File: src/common/mult_params.svh
`ifndef MULT_PARAMS_SVH
`define MULT_PARAMS_SVH

// ~~~~~~~~~~~~~~~~~~~~~~~~~~~~~~~~~~~~~~~~~~~~~~~~~~~~~~~~~~~~~~~~~~~~~~
// Multiplier widths
// ~~~~~~~~~~~~~~~~~~~~~~~~~~~~~~~~~~~~~~~~~~~~~~~~~~~~~~~~~~~~~~~~~~~~~~

// Unsigned operand
`define MULT_OP_W   16

// Full product, twice the operand
`define MULT_PROD_W 32

// Each half of the split final adder
`define MULT_HALF_W 16

// Bits per lookahead group in the low half
`define CLA_GROUP_W 4

`endif

File: src/common/mult_pkg.sv
`include "mult_params.svh"

package mult_pkg;

    // Operands and results
    typedef logic [`MULT_OP_W-1:0]   operand_t;
    typedef logic [`MULT_PROD_W-1:0] product_t;
    typedef logic [`MULT_HALF_W-1:0] half_t;

    // Product word, also read as the two halves of the final adder
    typedef union packed {
        product_t word;
        struct packed {
            half_t hi;
            half_t lo;
        } halves;
    } product_u;

endpackage

File: src/design/final_adder/cla_adder_16.sv
`include "mult_params.svh"

module cla_adder_16 (
    input  mult_pkg::half_t x,
    input  mult_pkg::half_t y,
    output mult_pkg::half_t sum,
    output logic            cout
);
    import mult_pkg::*;

    localparam int GW = `CLA_GROUP_W;
    localparam int NG = `MULT_HALF_W / `CLA_GROUP_W;

    half_t gen;
    half_t prop;
    half_t carry;
    logic [NG-1:0] grp_gen;
    logic [NG-1:1] grp_prop;
    logic [NG:0]   grp_carry;

    assign gen  = x & y;
    assign prop = x ^ y;

    // Group generate
    always_comb begin
        logic run_p;
        for (int k = 0; k < NG; k++) begin
            grp_gen[k] = 1'b0;
            run_p      = 1'b1;
            for (int m = GW - 1; m >= 0; m--) begin
                grp_gen[k] = grp_gen[k] | (run_p & gen[k*GW + m]);
                run_p      = run_p & prop[k*GW + m];
            end
        end
    end

    // Group propagate, group 0 needs none without a carry in
    for (genvar k = 1; k < NG; k++) begin : g_grp_prop
        assign grp_prop[k] = &prop[k*GW +: GW];
    end

    // Second lookahead level across the groups
    always_comb begin
        logic run_p;
        grp_carry[0] = 1'b0;
        for (int k = 1; k <= NG; k++) begin
            grp_carry[k] = 1'b0;
            run_p        = 1'b1;
            for (int m = k - 1; m >= 0; m--) begin
                grp_carry[k] = grp_carry[k] | (run_p & grp_gen[m]);
                if (m > 0) begin
                    run_p = run_p & grp_prop[m];
                end
            end
        end
    end

    // Bit carries inside each group
    always_comb begin
        logic run_p;
        logic acc;
        for (int k = 0; k < NG; k++) begin
            for (int j = 0; j < GW; j++) begin
                acc   = 1'b0;
                run_p = 1'b1;
                for (int m = j - 1; m >= 0; m--) begin
                    acc   = acc | (run_p & gen[k*GW + m]);
                    run_p = run_p & prop[k*GW + m];
                end
                carry[k*GW + j] = acc | (run_p & grp_carry[k]);
            end
        end
    end

    assign sum  = prop ^ carry;
    assign cout = grp_carry[NG];

endmodule

File: src/design/final_adder/final_adder.sv
`include "mult_params.svh"

module final_adder (
    input  logic               clk,
    input  logic               reset,
    input  logic               row_valid,
    input  mult_pkg::product_t sum_row,
    input  mult_pkg::product_t carry_row,
    output logic               out_valid,
    output mult_pkg::product_u product
);
    import mult_pkg::*;

    localparam int HW = `MULT_HALF_W;

    product_u sum_w;
    product_u carry_w;
    half_t    lo_sum;
    half_t    hi_sum;
    logic     lo_cout;
    logic [HW-1:0] hi_c;

    assign sum_w.word   = sum_row;
    assign carry_w.word = carry_row;

    // ~~~~~~~~~~~~~~~~~~~~~~~~~~~~~~~~~~~~~~~~~~~~~~~~~~~~~~~~~~~~~~~~~~~~~~
    // Low half, lookahead
    // ~~~~~~~~~~~~~~~~~~~~~~~~~~~~~~~~~~~~~~~~~~~~~~~~~~~~~~~~~~~~~~~~~~~~~~

    cla_adder_16 u_cla_adder_16 (
        .x    (sum_w.halves.lo),
        .y    (carry_w.halves.lo),
        .sum  (lo_sum),
        .cout (lo_cout)
    );

    // ~~~~~~~~~~~~~~~~~~~~~~~~~~~~~~~~~~~~~~~~~~~~~~~~~~~~~~~~~~~~~~~~~~~~~~
    // High half, ripple chain
    // ~~~~~~~~~~~~~~~~~~~~~~~~~~~~~~~~~~~~~~~~~~~~~~~~~~~~~~~~~~~~~~~~~~~~~~

    assign hi_c[0] = lo_cout;

    for (genvar i = 0; i < HW; i++) begin : g_ripple
        assign hi_sum[i] = sum_w.halves.hi[i] ^ carry_w.halves.hi[i] ^ hi_c[i];

        // Top carry is always zero for an exact 32-bit product
        if (i < HW - 1) begin : g_carry
            assign hi_c[i+1] = (sum_w.halves.hi[i] & carry_w.halves.hi[i])
                             | (sum_w.halves.hi[i] & hi_c[i])
                             | (carry_w.halves.hi[i] & hi_c[i]);
        end
    end

    // Stage 2 register, product holds between strobes
    always_ff @(posedge clk) begin
        if (reset) begin
            out_valid <= 1'b0;
            product   <= '0;
        end else begin
            out_valid <= row_valid;
            if (row_valid) begin
                product.halves.hi <= hi_sum;
                product.halves.lo <= lo_sum;
            end
        end
    end

endmodule

File: src/design/mult_top.sv
module mult_top (
    input  logic               clk,
    input  logic               reset,
    input  logic               in_valid,
    input  mult_pkg::operand_t a,
    input  mult_pkg::operand_t b,
    output logic               out_valid,
    output mult_pkg::product_u product
);
    import mult_pkg::*;

    // Carry-save rows between the two pipeline stages
    product_t sum_row;
    product_t carry_row;
    logic     row_valid;

    // Stage 1
    pp_reduce_tree u_pp_reduce_tree (
        .clk       (clk),
        .reset     (reset),
        .in_valid  (in_valid),
        .a         (a),
        .b         (b),
        .sum_row   (sum_row),
        .carry_row (carry_row),
        .row_valid (row_valid)
    );

    // Stage 2
    final_adder u_final_adder (
        .clk       (clk),
        .reset     (reset),
        .row_valid (row_valid),
        .sum_row   (sum_row),
        .carry_row (carry_row),
        .out_valid (out_valid),
        .product   (product)
    );

endmodule

File: src/design/reduce_tree/compressor_4_2.sv
module compressor_4_2 (
    input  logic x0,
    input  logic x1,
    input  logic x2,
    input  logic x3,
    input  logic cin,
    output logic sum,
    output logic carry,
    output logic cout
);

    logic s1;

    // First full adder over x0..x2, cout never sees cin
    assign s1   = x0 ^ x1 ^ x2;
    assign cout = (x0 & x1) | (x0 & x2) | (x1 & x2);

    // Second full adder
    assign sum   = s1 ^ x3 ^ cin;
    assign carry = (s1 & x3) | (s1 & cin) | (x3 & cin);

endmodule

File: src/design/reduce_tree/pp_reduce_tree.sv
`include "mult_params.svh"

module pp_reduce_tree (
    input  logic               clk,
    input  logic               reset,
    input  logic               in_valid,
    input  mult_pkg::operand_t a,
    input  mult_pkg::operand_t b,
    output mult_pkg::product_t sum_row,
    output mult_pkg::product_t carry_row,
    output logic               row_valid
);
    import mult_pkg::*;

    localparam int OP_W   = `MULT_OP_W;
    localparam int PROD_W = `MULT_PROD_W;

    // Rows halve at each level 16 8 4 2
    localparam int LEVELS = $clog2(OP_W) - 1;

    // All rows of all levels, level L starts at 2*OP_W - (2*OP_W >> L)
    localparam int N_ROWS = 2 * OP_W - 2;
    localparam int LAST   = N_ROWS - 2;

    product_t tree_rows [N_ROWS];

    // ~~~~~~~~~~~~~~~~~~~~~~~~~~~~~~~~~~~~~~~~~~~~~~~~~~~~~~~~~~~~~~~~~~~~~~
    // Partial products
    // ~~~~~~~~~~~~~~~~~~~~~~~~~~~~~~~~~~~~~~~~~~~~~~~~~~~~~~~~~~~~~~~~~~~~~~

    // Row j is a & b[j], placed in columns j to j+15
    for (genvar j = 0; j < OP_W; j++) begin : g_pp_row
        assign tree_rows[j] = product_t'(a & {OP_W{b[j]}}) << j;
    end

    // ~~~~~~~~~~~~~~~~~~~~~~~~~~~~~~~~~~~~~~~~~~~~~~~~~~~~~~~~~~~~~~~~~~~~~~
    // Compression levels
    // ~~~~~~~~~~~~~~~~~~~~~~~~~~~~~~~~~~~~~~~~~~~~~~~~~~~~~~~~~~~~~~~~~~~~~~

    for (genvar lvl = 0; lvl < LEVELS; lvl++) begin : g_level
        localparam int SRC   = 2 * OP_W - ((2 * OP_W) >> lvl);
        localparam int DST   = 2 * OP_W - ((2 * OP_W) >> (lvl + 1));
        localparam int N_GRP = OP_W >> (lvl + 2);

        // Four rows in, two rows out per group
        for (genvar grp = 0; grp < N_GRP; grp++) begin : g_group
            product_t sum_v;
            product_t carry_v;
            product_t cout_v;
            product_t cin_v;

            // cout of each column feeds the compressor one column up
            assign cin_v = {cout_v[PROD_W-2:0], 1'b0};

            for (genvar col = 0; col < PROD_W; col++) begin : g_col
                compressor_4_2 u_comp (
                    .x0    (tree_rows[SRC + 4*grp][col]),
                    .x1    (tree_rows[SRC + 4*grp + 1][col]),
                    .x2    (tree_rows[SRC + 4*grp + 2][col]),
                    .x3    (tree_rows[SRC + 4*grp + 3][col]),
                    .cin   (cin_v[col]),
                    .sum   (sum_v[col]),
                    .carry (carry_v[col]),
                    .cout  (cout_v[col])
                );
            end

            // Nothing leaves column 31 since every group sum fits 32 bits
            assign tree_rows[DST + 2*grp]     = sum_v;
            assign tree_rows[DST + 2*grp + 1] = {carry_v[PROD_W-2:0], 1'b0};
        end
    end

    // ~~~~~~~~~~~~~~~~~~~~~~~~~~~~~~~~~~~~~~~~~~~~~~~~~~~~~~~~~~~~~~~~~~~~~~
    // Stage 1 register
    // ~~~~~~~~~~~~~~~~~~~~~~~~~~~~~~~~~~~~~~~~~~~~~~~~~~~~~~~~~~~~~~~~~~~~~~

    always_ff @(posedge clk) begin
        if (reset) begin
            sum_row   <= '0;
            carry_row <= '0;
            row_valid <= 1'b0;
        end else begin
            row_valid <= in_valid;
            if (in_valid) begin
                sum_row   <= tree_rows[LAST];
                carry_row <= tree_rows[LAST + 1];
            end
        end
    end

endmodule

File: config.mk
export PLATFORM = sky130hd
export DESIGN_NAME = mult_top
export DESIGN_NICKNAME = d
export VERILOG_FILES = /design/src/common/mult_pkg.sv /design/src/design/final_adder/cla_adder_16.sv /design/src/design/final_adder/final_adder.sv /design/src/design/mult_top.sv /design/src/design/reduce_tree/compressor_4_2.sv /design/src/design/reduce_tree/pp_reduce_tree.sv
export VERILOG_INCLUDE_DIRS = /design/src /design/src/common
export SDC_FILE = /design/constraint.sdc
export NUM_CORES = 1
export LEC_CHECK = 0
export ABC_AREA = 1
export ABC_CLOCK_PERIOD_IN_PS = 9050
export BUFFER_PORTS_ARGS = -buffer_cell sky130_fd_sc_hd__buf_2
export CAP_MARGIN = 5
export CORE_MARGIN = 4
export CORE_UTILIZATION = 25
export DETAILED_ROUTE_END_ITERATION = 10
export PLACE_DENSITY = 0.36
export SLEW_MARGIN = 20
export SYNTH_ARGS = -nofsm -noshare
export SYNTH_HDL_FRONTEND = slang
export SYNTH_HIERARCHICAL = 1
export SYNTH_SLANG_ARGS = --single-unit
File: constraint.sdc
create_clock -name clk -period 9.05 [get_ports clk]
set_input_delay 1.81 -clock clk [delete_from_list [all_inputs] [get_ports clk]]
set_output_delay 1.81 -clock clk [all_outputs]
set_load 0.01 [all_outputs]
### Word-level counts from Yosys, hierarchy flattened

Index checks and enable logic that the tools add are counted.
W data, S select, Z words.

| operators by class | value |
|---|---|
| bitwise operators | 2454 |
| reductions and logical operators | 3 |

Operator list:

| cell | number |
|---|---|
| $and A1 B1 Y1 | 900 |
| $or A1 B1 Y1 | 683 |
| $xor A1 B1 Y1 | 600 |
| $and A16 B16 Y16 | 17 |
| $and A1 B1 Y1 const AB | 88 |
| $xor A1 B1 Y1 const B | 60 |
| $and A1 B1 Y1 const A | 40 |
| $xor A1 B1 Y1 const AB | 36 |
| $xor A16 B16 Y16 | 2 |
| $and A1 B1 Y1 const B | 24 |
| $reduce_and A4 Y1 | 3 |
| $xor A1 B1 Y1 const A | 4 |

| storage, ports and cells | value |
|---|---|
| input bits | 35 |
| register bits | 91 |

### Depth between registers and ports, before layout

Gate-level depths: netlist of run 1.

| logic depth | value |
|---|---|
| depth in word-level cells | 55 |
| depth in mapped cells | 33 |

### Hierarchy

Netlist of run 1, hierarchy kept.

By module, submodules not included:

| module | area an instance (um2) | times used | cells an instance | seq. area each (um2) |
|---|---|---|---|---|
| compressor_4_2 | 70.1 | 224 | 10 | 0.0 |
| pp_reduce_tree | 4829.6 | 1 | 980 | 1281.2 |
| final_adder | 1699.1 | 1 | 171 | 660.6 |
| cla_adder_16 | 701.9 | 1 | 113 | 0.0 |

### Worst setup path before layout of run 1

Ideal clock, no wire load.

| path | value |
|---|---|
| kind | register -> register |
| start point | register, netlist name u_pp_reduce_tree/carry_row[3] |
| end point | register u_final_adder/product[30] (netlist name) |
| arrival | 7.160 ns |
| clock period less this slack | 7.227 ns |
| path slack | 1.823 ns |
| path buffers | 0 |
| setup time | 0.066 ns |
| stages on the path, launching flop included | 30 |
| cells stage by stage | dfxtp_1 > ha_1 > or2_0 > nand2_1 > nand2_2 > nand2_1 > nand3_2 > nand2_2 > nand2_1 > nand2_1 > nand2_1 > inv_1 > fa_1 > inv_1 > fa_1 > fa_1 > fa_1 > fa_1 > fa_1 > fa_1 > fa_1 > fa_1 > fa_1 > fa_1 > fa_1 > fa_1 > fa_1 > fa_1 > nand2_1 > a21oi_2 |

RTL lines:

| element | line | RTL |
|---|---|---|
| end, declared | final_adder.sv:10 | `output mult_pkg::product_u product` |

==> impl_metrics.yaml, run 1 <==
status:
  status: "finished, final reports clean"
final_layout:
  antenna_cells: 0
  final_cell_mix: "2127 x inv_1, 480 x nand2_1, 467 x fa_1"
  drive_gt1_share_pct: 3.49
  layout_commonest_cell: "inv_1"
  num-nets-final: 4263
  syn_to_final_growth_pct: 11.4
timing:
  fmax_mhz: 132
  fin_setup_tns_ns: 0
  relSlewSlack_pct: 39.8
  rsz0062_at_grt: "no"
  fin_crit_sh_pct: 83.5
  finalHoldViolCount: 0
  fin_hold_ws_ns: 0.466
  fin_crit_ns: 7.56
  worst_pin_slew_ns: 0.903
  fin_worst_skew_ns: 0.00675
  slew_viol_final: 0
  setup_viol: 0
hold_path:
  hold_path.class: "register to register"
clock_tree:
  cts_buffer_depth: 2
  cts.root.buffer_cell: "clkbuf_16"
  cts.sinks: 97
  insertion_delay_ns: 0.36
  hold_buffers: 0
  postCtsSetupBuffers: 0
  cts_buffers: 9
  cts.clk_slew.worst_paths_ns: 0.08
  cts.htree.levels: 3
  cts_tree: "built"
  cts_resized: 0
detailed_routing:
  route.detailed.drc: 0
  vias_per_cell: 3.19
  via_count: 15700
  drt_first_pass_iters: 4
  finalWirelength_mm: 47.5
  wire_per_inst_um: 9.64
  dr.first_iter.drc_count: 407
  ant_nets: 0
pwr:
  combPwrFrac_pct: 81.8
  power_density_mw_per_mm2: 244
  switching_share_pct: 55.0
  switching_power_w: 0.00342
  seqPwrFrac_pct: 11.3
  intPower_w: 0.00280
  power.leakage_nw: 16.0
  peakVddDrop_uv: 117
  power.clock.fraction_pct: 6.9
critical_path:
  cp_max_fo: 4
  cp_slowest_stage_delay_ns: 0.48
  critPathKind: "register to register"
  critPathArrivalTime_ns: 7.85
  start_kind: "register"
  critPathTopFamily: "adder cells"
  crit_slowest_cell: "fa_1"
  required_ns: 9.34
  cpMostUsedCell: "fa_1"
  path_buf_inv: 2
  end_kind: "register"
synth:
  postSynthCellCount: 3490
  avgSynthCellArea_um2: 6.55
  synth_warnings: 6
  synth_area_mm2: 0.0229
global_routing:
  grt_pass1_wl_mm: 82.8
  overflow: 0
  grt_max_degree: 89
  grt_usage_pct: 10.7
  first_global_vias: 16700
  antenna_found_initial: 0
  use_met2_pct: 20.2
  gr-usage-met1_pct: 14.0
  top_usage_layer: "met2"
  grt_use_met3_pct: 0.735
placed_design:
  dp_hpwl_mm: 40.3
  io_buffers: 67
  gp_congestion: 0.723
floorplan:
  die_w_um: 310
  fp-row-count: 110
  die_area_mm2: 0.0964
  initial_utilization_pct: 25.3
  die_h_um: 310
  ios: 68
  core_mm2: 0.0904
job:
  cap_viol_max_count: 0
[metrics by stage]
step                instance area [um2]  std cells  setup slack [ns]  power (W)  utilization [%]
floorplan                         23900       3759              1.82    0.00445                -
global placement                  25200       4910              1.43    0.00587             27.8
detailed placement                25200       4910              1.45    0.00587             27.8
CTS                               25500       4926              1.43    0.00632             28.2
global route                      25500       4926              1.00    0.00746             28.2
finish                            25500       4926              1.49    0.00622             28.2
[power groups by stage]
stage	registers, W	logic, W	clock network, W
detailed placement	0.000716	0.00515	0
global placement	0.000714	0.00516	0
CTS	0.000707	0.00517	0.000450
finish	0.000701	0.00509	0.000431
floorplan	0.000700	0.00375	0
global route	0.000728	0.00627	0.000463
[state kept, by name, indices dropped and copies added (netlist names)]
name / flops
u_final_adder/product: 32
u_pp_reduce_tree/carry_row: 31
u_final_adder/out_valid: 1
u_pp_reduce_tree/row_valid: 1
u_pp_reduce_tree/sum_row: 32
[per-layer routing]
layer  wire length [um]  up-vias
met4                235        0
met2              24000       67
met3                793       10
met1              22500     7082
met5                  0        -
li1                   -     8557
[final cells by class]
type	instances	area (um2)
clock buffer	9	225
clock inverter	7	100
fill	10400	64900
inverter	2129	8000
multi-input combinational	1437	13400
sequential	97	1940
tap	1176	1470
timing repair buffer	71	368
[worst min-delay path, cell delays in order (launching register included)]
cell and delay [ns]:
dfxtp_1 0.32, nand2_2 0.06, a21oi_2 0.04
[worst paths after layout]
kind,start,endpoint,slack [ns],depth (start not counted)
max reg2reg,u_pp_reduce_tree/carry_row[3],u_final_adder/product[30],1.49,29
min,u_final_adder/product[8],u_final_adder/product[8],0.47,2
min reg2reg,u_final_adder/product[8],u_final_adder/product[8],0.47,2
max,u_pp_reduce_tree/carry_row[3],u_final_adder/product[30],1.49,29
Note: power is estimated with default switching activity, not from simulation.
==> run 2, diff against run 1 <==
Settings changed: ABC_AREA 1 to 0, ABC_CLOCK_PERIOD_IN_PS 9050 to 6700, PLACE_DENSITY 0.36 to 0.37.
Clock period 9.05 ns to 6.7 ns, I/O delays scaled along.
==> run 2 against run 1 <==
The flow now finishes with violations (negative setup slack). Clock power rose by 27%. Sequential cell count did not move. Setup slack got worse by 2.1 ns. Critical path depth fell by 2. Largest power group unchanged. Via count fell by 9.3%. Non-clock buffer count rose by 48. Die area fell by 4.4%. Count of clock-buffer cells in the layout did not move. Sequential share of layout area rose by 0.15 points. First-iteration DRC count fell by 38%. Cell area fell by 1.6%. Hold slack improved by 0.023 ns.
==> impl_metrics.yaml, run 2 <==
pwr:
  switching_power_w: 0.00403
  switching_share_pct: 52.3
  power.clock.fraction_pct: 7.1
  power_density_mw_per_mm2: 307
  finalPower_w: 0.00770
  power.leakage_nw: 13.9
  combPwrFrac_pct: 82.0
  peakVddDrop_uv: 154
  seqPwrFrac_pct: 10.9
  intPower_w: 0.00368
clock_tree:
  cts.clk_slew.worst_paths_ns: 0.08
  insertion_delay_ns: 0.36
  cts_buffer_depth: 2
  cts.root.buffer_cell: "clkbuf_16"
  cts_buffers: 9
  cts.htree.levels: 3
  cts_tree: "built"
  hold_buffers: 0
  cts.sinks: 97
global_routing:
  top_usage_layer: "met2"
  use_met2_pct: 20.1
  grt_max_degree: 55
  first_global_vias: 15700
  grt_pass1_wl_mm: 79.4
  grt_usage_pct: 10.6
  grt_use_met3_pct: 0.905
  overflow: 0
  gr-usage-met1_pct: 13.3
  antenna_found_initial: 3
hold_path:
  hold_path.class: "register to register"
detailed_routing:
  route.detailed.drc: 0
  wire_per_inst_um: 10.2
  via_count: 14200
  drt_first_pass_iters: 4
  vias_per_cell: 3.22
  ant_nets: 0
  dr.first_iter.drc_count: 251
  finalWirelength_mm: 45.2
critical_path:
  start_kind: "register"
  critPathKind: "register to register"
  critPathArrivalTime_ns: 7.53
  cp_max_fo: 3
  required_ns: 6.93
  end_kind: "register"
placed_design:
  io_buffers: 67
  gp_congestion: 0.734
  place_area_mm2: 0.0247
  dp_hpwl_mm: 38.5
floorplan:
  initial_utilization_pct: 25.2
  ios: 68
  die_area_mm2: 0.0922
  core_mm2: 0.0868
  die_h_um: 304
  die_w_um: 304
  fp-row-count: 108
timing:
  setup_slack_ns: -0.603
  finalHoldViolCount: 0
  fin_crit_ns: 7.30
  setup_viol: 3
  fin_hold_ws_ns: 0.489
  worst_pin_slew_ns: 0.680
  fin_crit_sh_pct: 109
  fin_worst_skew_ns: 0.0106
  fmax_mhz: 137
  slew_viol_final: 0
  rsz0062_at_grt: "yes"
  relSlewSlack_pct: 54.7
synth:
  synth_area_mm2: 0.0218
  postSynthCellCount: 2922
  synth_warnings: 6
  avgSynthCellArea_um2: 7.48
final_layout:
  num-nets-final: 3784
  syn_to_final_growth_pct: 14.8
  top_regs: "u_final_adder/product x32, u_pp_reduce_tree/sum_row x32, u_pp_reduce_tree/carry_row x31"
  layout_commonest_cell: "inv_1"
  stdcell_area_mm2: 0.0251
  drive_gt1_share_pct: 5.17
  final_cell_mix: "1784 x inv_1, 453 x fa_1, 270 x conb_1"
job:
  cap_viol_max_count: 0
status:
  failed_checks: "negative setup slack"
  status: "finished with violations"
==> run 2: metrics by stage <==
| stage | util [%] | setup TNS (ns) | setup slack, ns | cells |
|---|---|---|---|---|
| after global placement | 28.5 | -1.72 | -0.901 | 4405 |
| after detailed placement | 28.5 | -1.80 | -0.923 | 4405 |
| after global routing | 28.9 | -2.05 | -0.857 | 4426 |
| after floorplan | - | -0.926 | -0.598 | 3191 |
| after CTS | 28.9 | -1.92 | -0.825 | 4423 |
| final | 28.9 | -1.27 | -0.603 | 4427 |
==> run 2: worst max-delay path, cell delays in order, from the launching register on <==
cell and delay [ns]:
dfxtp_2 0.34, ha_4 0.24, a21o_1 0.17, a31o_1 0.19, a21oi_2 0.16, inv_2 0.06, o41a_1 0.34, a21o_1 0.21
inv_2 0.05, fa_1 0.14, inv_1 0.05, fa_2 0.33, fa_2 0.34, fa_2 0.35, fa_2 0.36, fa_2 0.35
fa_2 0.35, fa_2 0.35, fa_2 0.34, fa_2 0.35, fa_2 0.34, fa_2 0.34, fa_2 0.35, fa_2 0.35
fa_2 0.34, xor3_1 0.19, mux2i_1 0.14, nor2_1 0.05
==> run 2: path summary, 6_finish.rpt <==
path / startpoint / endpoint / slack [ns] / cells after the start
worst min register to register: u_final_adder/product[16] / u_final_adder/product[16] / 0.49 / 2
worst max-delay path: u_pp_reduce_tree/carry_row[7] / u_final_adder/product[31] / -0.60 / 27
worst min-delay path: u_final_adder/product[16] / u_final_adder/product[16] / 0.49 / 2
worst max register to register: u_pp_reduce_tree/carry_row[7] / u_final_adder/product[31] / -0.60 / 27
==> run 2: routing by layer <==
layer	share of wire [%]	wire length (um)	vias to the layer above
li1	-	-	7513
met4	1.3	584	0
met2	52	23600	71
met5	0	0	-
met1	45	20200	6641
met3	1.7	780	23
==> run 2: power by group through the flow <==
stage                     clock, W  sequential [W]  combinational (W)
final                     0.000549        0.000839            0.00632
after global routing      0.000596        0.000857            0.00774
after CTS                 0.000581        0.000842            0.00643
after detailed placement         0        0.000853            0.00640
after global placement           0        0.000854            0.00637
after floorplan                  0        0.000847            0.00448
==> run 2: repair_timing <==
action	in CTS	in global routing
gates resized for setup	3	3
cloned	0	0
pin swaps	5	6
buffers inserted	2	3
setup endpoints to repair	3	4
==> run 2: cell type report <==
cell class / instances / area, um2
diodes: 1 / 2.50
clock buffers: 9 / 225
clock inverters: 7 / 77.6
fillers: 9803 / 61700
inverters: 1786 / 6700
multi-input cells: 1253 / 13900
flip-flops and latches: 97 / 1950
well taps: 1155 / 1450
repair buffers: 119 / 731
